===== src/common/conv_pkg.sv =====
package conv_pkg;

  ////////////////////
  // Widths
  ////////////////////

  localparam int DATA_WIDTH = 16;
  // Holds 256 products of two 16-bit values
  localparam int ACC_WIDTH  = 40;
  localparam int ADDR_WIDTH = 8;
  localparam int CHAN_WIDTH = 8;

  ////////////////////
  // Data types
  ////////////////////

  // One channel value of a pixel, or one result
  typedef logic [DATA_WIDTH-1:0] pixel_t;
  typedef logic [DATA_WIDTH-1:0] weight_t;
  typedef logic [ACC_WIDTH-1:0]  acc_t;
  typedef logic [ADDR_WIDTH-1:0] wt_addr_t;
  // Shared by input and output channel counters
  typedef logic [CHAN_WIDTH-1:0] chan_idx_t;

  // Weight memory request from either peer
  typedef struct packed {
    logic     req;
    logic     write;
    wt_addr_t addr;
    weight_t  wdata;
  } wt_req_t;

  // Engine FSM
  typedef enum logic [1:0] {
    IDLE,
    FETCH,
    ACCUM,
    EMIT
  } mac_state_t;

endpackage

===== src/design/conv_1x1_layer.sv =====
module conv_1x1_layer #(
  parameter int CHANNEL_NUM_IN  = 4,
  parameter int CHANNEL_NUM_OUT = 4
) (
  input  logic              clk,
  input  logic              reset,
  input  logic              valid_in,
  input  conv_pkg::pixel_t  pxl_in,
  input  logic              valid_weight_in,
  input  conv_pkg::weight_t weight_in,
  output conv_pkg::pixel_t  pxl_out,
  output logic              valid_out
);

  import conv_pkg::*;

  // Pixel buffer to engine
  logic      bank_full;
  logic      bank_release;
  chan_idx_t rd_chan;
  pixel_t    rd_data;

  // Weight path
  wt_req_t load_req;
  wt_req_t fetch_req;
  logic    load_gnt;
  logic    fetch_gnt;
  weight_t fetch_data;
  logic    weights_loaded;

  pixel_bank_buffer #(
    .CHANNEL_NUM_IN (CHANNEL_NUM_IN)
  ) u_pixel_bank_buffer (
    .clk          (clk),
    .reset        (reset),
    .valid_in     (valid_in),
    .pxl_in       (pxl_in),
    .rd_chan      (rd_chan),
    .bank_release (bank_release),
    .rd_data      (rd_data),
    .bank_full    (bank_full)
  );

  weight_loader #(
    .CHANNEL_NUM_IN  (CHANNEL_NUM_IN),
    .CHANNEL_NUM_OUT (CHANNEL_NUM_OUT)
  ) u_weight_loader (
    .clk             (clk),
    .reset           (reset),
    .valid_weight_in (valid_weight_in),
    .weight_in       (weight_in),
    .load_gnt        (load_gnt),
    .load_req        (load_req),
    .weights_loaded  (weights_loaded)
  );

  weight_store #(
    .CHANNEL_NUM_IN  (CHANNEL_NUM_IN),
    .CHANNEL_NUM_OUT (CHANNEL_NUM_OUT)
  ) u_weight_store (
    .clk        (clk),
    .reset      (reset),
    .load_req   (load_req),
    .fetch_req  (fetch_req),
    .load_gnt   (load_gnt),
    .fetch_gnt  (fetch_gnt),
    .fetch_data (fetch_data)
  );

  mac_channel_accum #(
    .CHANNEL_NUM_IN  (CHANNEL_NUM_IN),
    .CHANNEL_NUM_OUT (CHANNEL_NUM_OUT)
  ) u_mac_channel_accum (
    .clk            (clk),
    .reset          (reset),
    .bank_full      (bank_full),
    .rd_data        (rd_data),
    .weights_loaded (weights_loaded),
    .fetch_gnt      (fetch_gnt),
    .fetch_data     (fetch_data),
    .rd_chan        (rd_chan),
    .bank_release   (bank_release),
    .fetch_req      (fetch_req),
    .pxl_out        (pxl_out),
    .valid_out      (valid_out)
  );

endmodule


===== src/conv_1x1/mac_channel_accum.sv =====
module mac_channel_accum #(
  parameter int CHANNEL_NUM_IN  = 4,
  parameter int CHANNEL_NUM_OUT = 4
) (
  input  logic                clk,
  input  logic                reset,
  input  logic                bank_full,
  input  conv_pkg::pixel_t    rd_data,
  input  logic                weights_loaded,
  input  logic                fetch_gnt,
  input  conv_pkg::weight_t   fetch_data,
  output conv_pkg::chan_idx_t rd_chan,
  output logic                bank_release,
  output conv_pkg::wt_req_t   fetch_req,
  output conv_pkg::pixel_t    pxl_out,
  output logic                valid_out
);

  import conv_pkg::*;

  mac_state_t state;
  chan_idx_t  in_ch;
  chan_idx_t  out_ch;
  pixel_t     pxl_lat;
  acc_t       acc;
  logic       last_in;
  logic       last_out;

  assign last_in  = (in_ch == chan_idx_t'(CHANNEL_NUM_IN - 1));
  assign last_out = (out_ch == chan_idx_t'(CHANNEL_NUM_OUT - 1));

  // Pixel value for the current input channel
  assign rd_chan = in_ch;

  // Weights are stored output-major
  assign fetch_req.req   = (state == FETCH);
  assign fetch_req.write = 1'b0;
  assign fetch_req.addr  = wt_addr_t'(out_ch * CHANNEL_NUM_IN + in_ch);
  assign fetch_req.wdata = '0;

  // Only the low bits go out so the sum wraps
  assign pxl_out      = acc[DATA_WIDTH-1:0];
  assign valid_out    = (state == EMIT);
  assign bank_release = (state == EMIT) && last_out;

  ////////////////////
  // FSM
  ////////////////////

  always_ff @(posedge clk) begin
    if (reset) begin
      state  <= IDLE;
      in_ch  <= '0;
      out_ch <= '0;
    end else begin
      case (state)
        IDLE: begin
          in_ch  <= '0;
          out_ch <= '0;
          if (bank_full && weights_loaded) begin
            state <= FETCH;
          end
        end
        // Wait here while the loader owns the memory
        FETCH: begin
          if (fetch_gnt) begin
            state <= ACCUM;
          end
        end
        ACCUM: begin
          if (last_in) begin
            in_ch <= '0;
            state <= EMIT;
          end else begin
            in_ch <= in_ch + 1'b1;
            state <= FETCH;
          end
        end
        EMIT: begin
          if (last_out) begin
            out_ch <= '0;
            state  <= IDLE;
          end else begin
            out_ch <= out_ch + 1'b1;
            state  <= FETCH;
          end
        end
        default: state <= IDLE;
      endcase
    end
  end

  ////////////////////
  // Datapath
  ////////////////////

  always_ff @(posedge clk) begin
    if (state == FETCH && fetch_gnt) begin
      pxl_lat <= rd_data;
    end
    case (state)
      ACCUM:   acc <= acc + acc_t'(pxl_lat) * acc_t'(fetch_data);
      // Fresh sum for every output channel
      IDLE,
      EMIT:    acc <= '0;
      default: acc <= acc;
    endcase
  end

  // Bank stays put until the engine releases it
  a_bank_held: assert property (@(posedge clk) disable iff (reset)
    (state != IDLE) |-> bank_full);

endmodule


===== src/conv_1x1/weight_store.sv =====
module weight_store #(
  parameter int CHANNEL_NUM_IN  = 4,
  parameter int CHANNEL_NUM_OUT = 4
) (
  input  logic              clk,
  input  logic              reset,
  input  conv_pkg::wt_req_t load_req,
  input  conv_pkg::wt_req_t fetch_req,
  output logic              load_gnt,
  output logic              fetch_gnt,
  output conv_pkg::weight_t fetch_data
);

  import conv_pkg::*;

  localparam int DEPTH  = CHANNEL_NUM_IN * CHANNEL_NUM_OUT;
  localparam int AW     = (DEPTH > 1) ? $clog2(DEPTH) : 1;

  weight_t mem [DEPTH];
  wt_req_t gnt_req;

  ////////////////////
  // Arbiter
  ////////////////////

  // Fixed priority, the loader always wins
  assign load_gnt  = load_req.req;
  assign fetch_gnt = fetch_req.req && !load_req.req;

  always_comb begin
    if (load_req.req) begin
      gnt_req = load_req;
    end else begin
      gnt_req = fetch_req;
    end
  end

  ////////////////////
  // Memory port
  ////////////////////

  // One access per cycle, either a write or a read
  always_ff @(posedge clk) begin
    if (gnt_req.req) begin
      if (gnt_req.write) begin
        mem[gnt_req.addr[AW-1:0]] <= gnt_req.wdata;
      end else begin
        fetch_data <= mem[gnt_req.addr[AW-1:0]];
      end
    end
  end

  ////////////////////
  // Checks
  ////////////////////

  a_depth_fits: assert property (@(posedge clk)
    DEPTH <= 256);

  a_one_grant: assert property (@(posedge clk) disable iff (reset)
    !(load_gnt && fetch_gnt));

  a_load_addr: assert property (@(posedge clk) disable iff (reset)
    load_req.req |-> (int'(load_req.addr) < DEPTH));

  a_fetch_addr: assert property (@(posedge clk) disable iff (reset)
    fetch_req.req |-> (int'(fetch_req.addr) < DEPTH));

  // Engine holds its read request until the loader lets go
  a_fetch_held: assert property (@(posedge clk) disable iff (reset)
    (fetch_req.req && !fetch_gnt) |=> fetch_req.req);

endmodule


===== src/conv_1x1/weight_loader.sv =====
module weight_loader #(
  parameter int CHANNEL_NUM_IN  = 4,
  parameter int CHANNEL_NUM_OUT = 4
) (
  input  logic              clk,
  input  logic              reset,
  input  logic              valid_weight_in,
  input  conv_pkg::weight_t weight_in,
  input  logic              load_gnt,
  output conv_pkg::wt_req_t load_req,
  output logic              weights_loaded
);

  import conv_pkg::*;

  localparam int SET_SIZE = CHANNEL_NUM_IN * CHANNEL_NUM_OUT;

  weight_t    q_data [2];
  logic       rd_ptr;
  logic       wr_ptr;
  logic [1:0] count;
  wt_addr_t   wr_addr;
  logic       push;
  logic       pop;

  // A slot frees up in the same cycle as a grant
  assign pop  = load_req.req && load_gnt;
  assign push = valid_weight_in && ((count != 2'd2) || pop);

  assign load_req.req   = (count != 2'd0);
  assign load_req.write = 1'b1;
  assign load_req.addr  = wr_addr;
  assign load_req.wdata = q_data[rd_ptr];

  always_ff @(posedge clk) begin
    if (push) begin
      q_data[wr_ptr] <= weight_in;
    end
  end

  always_ff @(posedge clk) begin
    if (reset) begin
      rd_ptr         <= 1'b0;
      wr_ptr         <= 1'b0;
      count          <= 2'd0;
      wr_addr        <= '0;
      weights_loaded <= 1'b0;
    end else begin
      if (push) begin
        wr_ptr <= ~wr_ptr;
      end
      if (pop) begin
        rd_ptr <= ~rd_ptr;
        // Wrap marks a complete set; later sets overwrite in place
        if (wr_addr == wt_addr_t'(SET_SIZE - 1)) begin
          wr_addr        <= '0;
          weights_loaded <= 1'b1;
        end else begin
          wr_addr <= wr_addr + 1'b1;
        end
      end
      case ({push, pop})
        2'b10:   count <= count + 1'b1;
        2'b01:   count <= count - 1'b1;
        default: count <= count;
      endcase
    end
  end

  a_no_overrun: assert property (@(posedge clk) disable iff (reset)
    valid_weight_in |-> ((count != 2'd2) || load_gnt));

endmodule


===== src/conv_1x1/pixel_bank_buffer.sv =====
module pixel_bank_buffer #(
  parameter int CHANNEL_NUM_IN = 4
) (
  input  logic                clk,
  input  logic                reset,
  input  logic                valid_in,
  input  conv_pkg::pixel_t    pxl_in,
  input  conv_pkg::chan_idx_t rd_chan,
  input  logic                bank_release,
  output conv_pkg::pixel_t    rd_data,
  output logic                bank_full
);

  import conv_pkg::*;

  localparam int IDX_W = (CHANNEL_NUM_IN > 1) ? $clog2(CHANNEL_NUM_IN) : 1;

  pixel_t           bank [2][CHANNEL_NUM_IN];
  logic [IDX_W-1:0] fill_cnt;
  logic             wr_bank;
  logic             rd_bank;
  logic [1:0]       full;
  logic             wr_en;
  logic             wr_last;

  // Beats into a full write bank are dropped
  assign wr_en   = valid_in && !full[wr_bank];
  assign wr_last = wr_en && (fill_cnt == IDX_W'(CHANNEL_NUM_IN - 1));

  ////////////////////
  // Fill side
  ////////////////////

  always_ff @(posedge clk) begin
    if (wr_en) begin
      bank[wr_bank][fill_cnt] <= pxl_in;
    end
  end

  always_ff @(posedge clk) begin
    if (reset) begin
      fill_cnt <= '0;
      wr_bank  <= 1'b0;
    end else if (wr_last) begin
      fill_cnt <= '0;
      wr_bank  <= ~wr_bank;
    end else if (wr_en) begin
      fill_cnt <= fill_cnt + 1'b1;
    end
  end

  // Full flags, one per bank; fill and release never hit the same bank
  always_ff @(posedge clk) begin
    if (reset) begin
      full    <= '0;
      rd_bank <= 1'b0;
    end else begin
      for (int b = 0; b < 2; b++) begin
        if (wr_last && (wr_bank == 1'(b))) begin
          full[b] <= 1'b1;
        end else if (bank_release && (rd_bank == 1'(b))) begin
          full[b] <= 1'b0;
        end
      end
      if (bank_release) begin
        rd_bank <= ~rd_bank;
      end
    end
  end

  ////////////////////
  // Read side
  ////////////////////

  assign bank_full = full[rd_bank];
  assign rd_data   = bank[rd_bank][rd_chan[IDX_W-1:0]];

  // Source must not outrun the engine by more than one pixel
  a_no_write_when_full: assert property (@(posedge clk) disable iff (reset)
    valid_in |-> !(full[0] && full[1]));

endmodule


===== config.mk =====
export PLATFORM = sky130hd
export DESIGN_NAME = conv_1x1_layer
export DESIGN_NICKNAME = d
export VERILOG_FILES = /design/src/common/conv_pkg.sv /design/src/design/conv_1x1_layer.sv /design/src/conv_1x1/mac_channel_accum.sv /design/src/conv_1x1/weight_store.sv /design/src/conv_1x1/weight_loader.sv /design/src/conv_1x1/pixel_bank_buffer.sv
export SDC_FILE = /design/constraint.sdc
export NUM_CORES = 1
export LEC_CHECK = 0
export BUFFER_PORTS_ARGS = -buffer_cell sky130_fd_sc_hd__buf_2
export CAP_MARGIN = 25
export CORE_AREA = 3 3 230 232
export DETAILED_ROUTE_END_ITERATION = 8
export DIE_AREA = 0 0 233 235
export PLACE_DENSITY = 0.64
export SYNTH_ARGS = -nofsm -noshare
export SYNTH_HDL_FRONTEND = slang
export SYNTH_HIERARCHICAL = 1
export SYNTH_SLANG_ARGS = --single-unit

===== constraint.sdc =====
create_clock -name clk -period 5.4 [get_ports clk]
set_input_delay 0.27 -clock clk [delete_from_list [all_inputs] [get_ports clk]]
set_output_delay 0.27 -clock clk [all_outputs]
set_load 0.03 [all_outputs]

### Word level (Yosys, flattened, before mapping)

Memory sizes are Yosys's and may differ from the RTL's. A register that Yosys moved wholly into a read port is not among the register bits.
Cells that the tools add are included.

| word-level totals | value |
|---|---|
| memories kept | 3 |
| bits in registers | 93 |
| output and inout bits | 17 |
| bits in writable memories | 416 |
| word-level logic and storage cells | 116 |

| operators by class | value |
|---|---|
| bitwise operators | 7 |
| reductions and logical operators | 28 |
| $lt $le $gt $ge | 5 |
| add/subtract/negate cells | 8 |
| $mul | 1 |
| mux-type cells | 37 |
| eq/ne operators | 12 |

Memory list:

| name | words | bits a word | read ports | clocked after Yosys merged registers in | wr ports | RTL line | RTL |
|---|---|---|---|---|---|---|---|
| u_weight_store.mem | 16 | 16 | 1 | 1 | 1 | weight_store.sv:19 | `weight_t mem [DEPTH];` |
| u_pixel_bank_buffer.bank | 2 | 64 | 1 | 1 | 1 | pixel_bank_buffer.sv:18 | `pixel_t bank [2][CHANNEL_NUM_IN];` |
| u_weight_loader.q_data | 2 | 16 | 1 | 1 | 1 | weight_loader.sv:18 | `weight_t q_data [2];` |

Operators with widths:

| operator | number |
|---|---|
| 40-bit case mux with 2 select lines | 1 |
| 64-bit two-way mux | 1 |
| 16-bit two-way mux | 3 |
| 40-bit by 32-bit adder with 40-bit output | 1 |
| 16-bit binary-select mux with 2-bit select | 1 |
| 16-bit demux with 2-bit select | 1 |
| 16-bit by 16-bit multiplier with 32-bit output | 1 |
| 8-bit case mux with 2 select lines | 2 |
| 26-bit two-way mux | 1 |
| 8-bit by 1-bit adder with 8-bit output (second input constant) | 3 |
| 8-bit two-way mux | 3 |
| 1-bit two-way mux | 19 |
| 8-bit by 2-bit equality test with 1-bit output (second input constant) | 2 |
| 2-bit nonzero test | 7 |
| 1-bit logical AND | 12 |
| 8-bit adder | 1 |
| 2-bit equality test (second input constant) | 4 |
| 8-bit by 4-bit equality test with 1-bit output (second input constant) | 1 |
| 2-bit case mux with 4 select lines | 1 |
| 3-bit greater-or-equal comparator (second input constant) | 2 |
| 2-bit two-way mux | 3 |
| 2-bit NOT with 3-bit output | 2 |
| 2-bit AND reduction | 3 |
| 1-bit NOT | 5 |
| 12 further kinds | 18 |

### Longest topological paths before layout

| logic depth | value |
|---|---|
| word-level depth | 7 |
| mapped depth | 21 |
| gate-level depth less buffers | 20 |

### By module

The synthesis kept the hierarchy.

By module, submodules not included:

| module | sequential area each (um^2) | area an instance (um^2) | instances | cells each |
|---|---|---|---|---|
| weight_store | 8167.8 | 11579.9 | 1 | 705 |
| mac_channel_accum | 1321.3 | 6687.7 | 1 | 718 |
| pixel_bank_buffer | 3983.8 | 5332.6 | 1 | 237 |
| weight_loader | 1241.2 | 1861.8 | 1 | 132 |

### Worst setup path before layout

OpenSTA, ideal clock, no wires.

| timing | value |
|---|---|
| path type | register to register |
| from | register u_mac_channel_accum.pxl_lat[5] |
| to | register u_mac_channel_accum.acc[15] (data pin) |
| data required time | 5.145 ns |
| stages on the path, launching flop included | 21 |
| arrival time | 5.313 ns |
| path slack | -0.168 ns |
| path through | edfxtp_1 -> clkbuf_1 -> and2_1 -> fa_1 -> inv_1 -> fa_1 -> inv_1 -> fa_1 -> inv_1 -> fa_1 -> inv_1 -> fa_1 -> fa_1 -> ha_1 -> a21o_1 -> a21o_1 -> o21a_1 -> o21a_1 -> o22ai_1 -> xnor2_1 -> and2_1 |

| on the way | value |
|---|---|
| word-level cells in the longest chain between the ends | 3 |

RTL lines:

| element | RTL line | RTL |
|---|---|---|
| from (decl) | mac_channel_accum.sv:24 | `pixel_t pxl_lat;` |
| from (signal assigned) | mac_channel_accum.sv:99 | `pxl_lat <= rd_data;` |
| 16-bit by 16-bit multiplier with 32-bit output | mac_channel_accum.sv:102 | `ACCUM: acc <= acc + acc_t'(pxl_lat) * acc_t'(fetch_data);` |
| 40-bit by 32-bit adder with 40-bit output | mac_channel_accum.sv:102 |  |
| 40-bit case mux with 2 select lines | mac_channel_accum.sv:101 | `case (state)` |
| to (signal assigned) | mac_channel_accum.sv:102 |  |
| to (decl) | mac_channel_accum.sv:25 | `acc_t acc;` |

Every way passes these cells.
A chain may end at the register's enable or synchronous reset.

### Final worst setup path

| timing | value |
|---|---|
| from | register u_weight_store.fetch_data[1], read port of u_weight_store.mem |
| to | register u_mac_channel_accum.acc[15] (data pin) |

| on the way | value |
|---|---|
| word-level cells in the longest chain between the ends | 3 |

RTL lines:

| element | RTL line | RTL |
|---|---|---|
| from (decl) | weight_store.sv:11 | `output conv_pkg::weight_t fetch_data` |
| 16-bit by 16-bit multiplier with 32-bit output | mac_channel_accum.sv:102 |  |
| 40-bit by 32-bit adder with 40-bit output | mac_channel_accum.sv:102 |  |
| 40-bit case mux with 2 select lines | mac_channel_accum.sv:101 |  |

Every way passes these cells.

==> metrics.csv <==
metric,value,unit
die_area,54760,µm²
powerDensity,441.7,nW/µm²
maxSlewViolCount,0,
ant_nets,0,
gp_congestion,0.8371,
drt-initial-drc-count,1273,
vias_per_cell,5.714,
grt_max_degree,64,
num_vias,14950,
slew_headroom,0.3234,
stdcell_count,2617,
reg2reg_to,u_mac_channel_accum/acc[15],
highest_layer,met4,
finalSetupViolCount,0,
worst_slew_pin_slew,993.7,ps
finalCritPeriodShare,0.9990,
start_kind,register,
fp.dieH,235,µm
setup_ws,5.574,ps
met2WireLength,27120,µm
fin_crit,5394,ps
ios,53,
fp-row-count,83,
nFillCells,4068,
skew,22.90,ps
cts_max_level,2,
post_drt_wl_per_cell,22.01,µm
seq_area,14720,µm²
grt_overflow,0,
clk_latency,610,ps
cts_tree,built,
clockBufferDepth,3,
grt_pass1_vias,15170,
power_frac_comb,0.371,
crit_type,register to register,
multi_input_area,9532,µm²
min_to,u_weight_loader/count[0],
start_util,0.4946,
holdPathStages,4,
die_x,233,µm
first_pass_iters,5,
post-route-drc-count,0,
yosysWarnings,6,
p_clk_frac,0.269,
maxCapViolations,0,
drt-met1-wl,25010,µm
path_max_fanout,4,
finalHoldViolCount,0,
port_buffers,52,
drive_gt1_frac,0.1684,
min_path_type,primary input to register,
drt-total-wl,57610,µm
status,"finished, final reports clean",
syn_inst,1775,
arrival,5760,ps
numClockSinks,503,
rsz0062_at_grt,true,
met3WireLength,3629,µm
hold_start,valid_weight_in,
leakagePower,10.40,nW
reg2reg_setup_slack,6,ps
irDropWorstVdd,0.6405,mV
nets,2093,
power_frac_seq,0.360,
ff2ff_path_depth,19,
switching_share,0.3215,
clkTransAtPathRegs,60,ps
r2r-start,u_weight_store/fetch_data[1],
holdWs,55.36,ps
grt_antenna_before_repair,0,
end_kind,register,
place_hpwl,36720,µm
grt_use_total,0.2149,
fmax,185.4,MHz
grt_pass1_wl,90270,µm
core,51200,µm²
fin_tns_setup,0,ps
cts_inserted_buffers,52,
pre_cts_ws,-89.32,ps
root_buffer,clkbuf_16,
placedCellCount,2481,
required,5760,ps
avgSynthCellArea,14.27,µm²
syn_area,25320,µm²
p_sw,4.054,mW
intPower,8.553,mW
area_growth,12.70,%
-- cells in the final DEF (no fill, tap or decap), drive strengths merged, types with 51 or more instances in the layout --
cell type / instances
and2: 55
buf: 135
clkbuf: 75
edfxtp: 464
fa: 95
ha: 67
inv: 162
mux2: 51
mux4: 64
nand2: 149
nor2: 52
o21a: 99
o21ai: 52
-- state kept, by name, indices dropped and copies added, names as in the netlist, named ones only --
signal and count:
u_mac_channel_accum/state 2, u_weight_loader/rd_ptr 1, u_mac_channel_accum/rd_chan 8, u_pixel_bank_buffer/fill_cnt 2
u_weight_store/mem 256, u_pixel_bank_buffer/rd_bank 1, u_mac_channel_accum/pxl_lat 16, u_weight_loader/count 2
u_weight_store/fetch_data 16, u_mac_channel_accum/out_ch 8, u_weight_loader/q_data 32, u_weight_loader/wr_ptr 1
u_weight_loader/weights_loaded 1, u_pixel_bank_buffer/full 2, u_pixel_bank_buffer/wr_bank 1, u_pixel_bank_buffer/bank 128
u_mac_channel_accum/acc 16, u_weight_loader/wr_addr 8
-- worst max-delay path, stage by stage (launching register included) --
cell and delay [ps]:
edfxtp_1 470, and2_4 180, fa_1 490, inv_2 40
fa_1 520, inv_1 50, fa_1 490, inv_2 40
fa_1 510, inv_2 40, fa_1 520, fa_1 460
ha_4 270, a21o_1 150, a21o_1 180, o21a_1 170
o21a_1 190, o22ai_2 150, xnor2_1 80, and2_1 160
-- through the flow --
step           total power [mW]  utilization  instance area, µm²
2_1_floorplan             7.850            -               25410
3_3_place_gp              8.857       0.5172               26480
3_5_place_dp              8.948       0.5172               26480
4_1_cts                   12.60       0.5564               28490
5_1_grt                   13.44       0.5574               28540
6_report                  12.61       0.5574               28540
-- how the worst max path moves through the flow --
stage / start / end / slack [ps] / cells past startpoint
finish: u_weight_store/fetch_data[1] / u_mac_channel_accum/acc[15] / 6 / 19
floorplan: u_weight_store/fetch_data[6] / u_mac_channel_accum/acc[15] / 30 / 19
CTS: u_weight_store/fetch_data[3] / u_mac_channel_accum/acc[15] / -20 / 19
global route: u_weight_store/fetch_data[1] / u_mac_channel_accum/acc[15] / -160 / 19
global placement: u_weight_store/fetch_data[6] / u_mac_channel_accum/acc[15] / -20 / 18
detailed placement: u_weight_store/fetch_data[6] / u_mac_channel_accum/acc[15] / -90 / 18
-- routing by layer --
layer | vias to the layer above | track usage
li1 | 6741 | -
met1 | 7592 | 0.3062
met2 | 518 | 0.3380
met3 | 102 | 0.03237
met4 | 0 | 0.07783
met5 | - | 0
-- power groups by stage --
stage	clock, mW	sequential (mW)	combinational (mW)
final	3.39	4.54	4.68
after global routing	3.61	4.56	5.27
after CTS	3.47	4.54	4.58
after detailed placement	0	4.62	4.32
after global placement	0	4.62	4.24
after floorplan	0	4.62	3.23
-- repair_timing --
item,4_1_cts,5_1_grt
pin swaps,18,4
setup buffers,3,4
hold buffers,33,0
resized for setup,10,8
endpoints found under the setup margin,1,5
hold endpoints to repair,162,0
cloned,0,0
-- final cells by class --
| class | instances | share of cell area |
|---|---|---|
| inverter | 160 | 0.02104 |
| clock inverter | 20 | 0.005524 |
| antenna | 1 | 0.00008768 |
| multi-input combinational | 1010 | 0.3340 |
| timing repair buffer | 168 | 0.04266 |
| tap | 680 | 0.02981 |
| clock buffer | 75 | 0.05116 |
| sequential | 503 | 0.5157 |
Note: power is estimated with default switching activity, not from simulation.
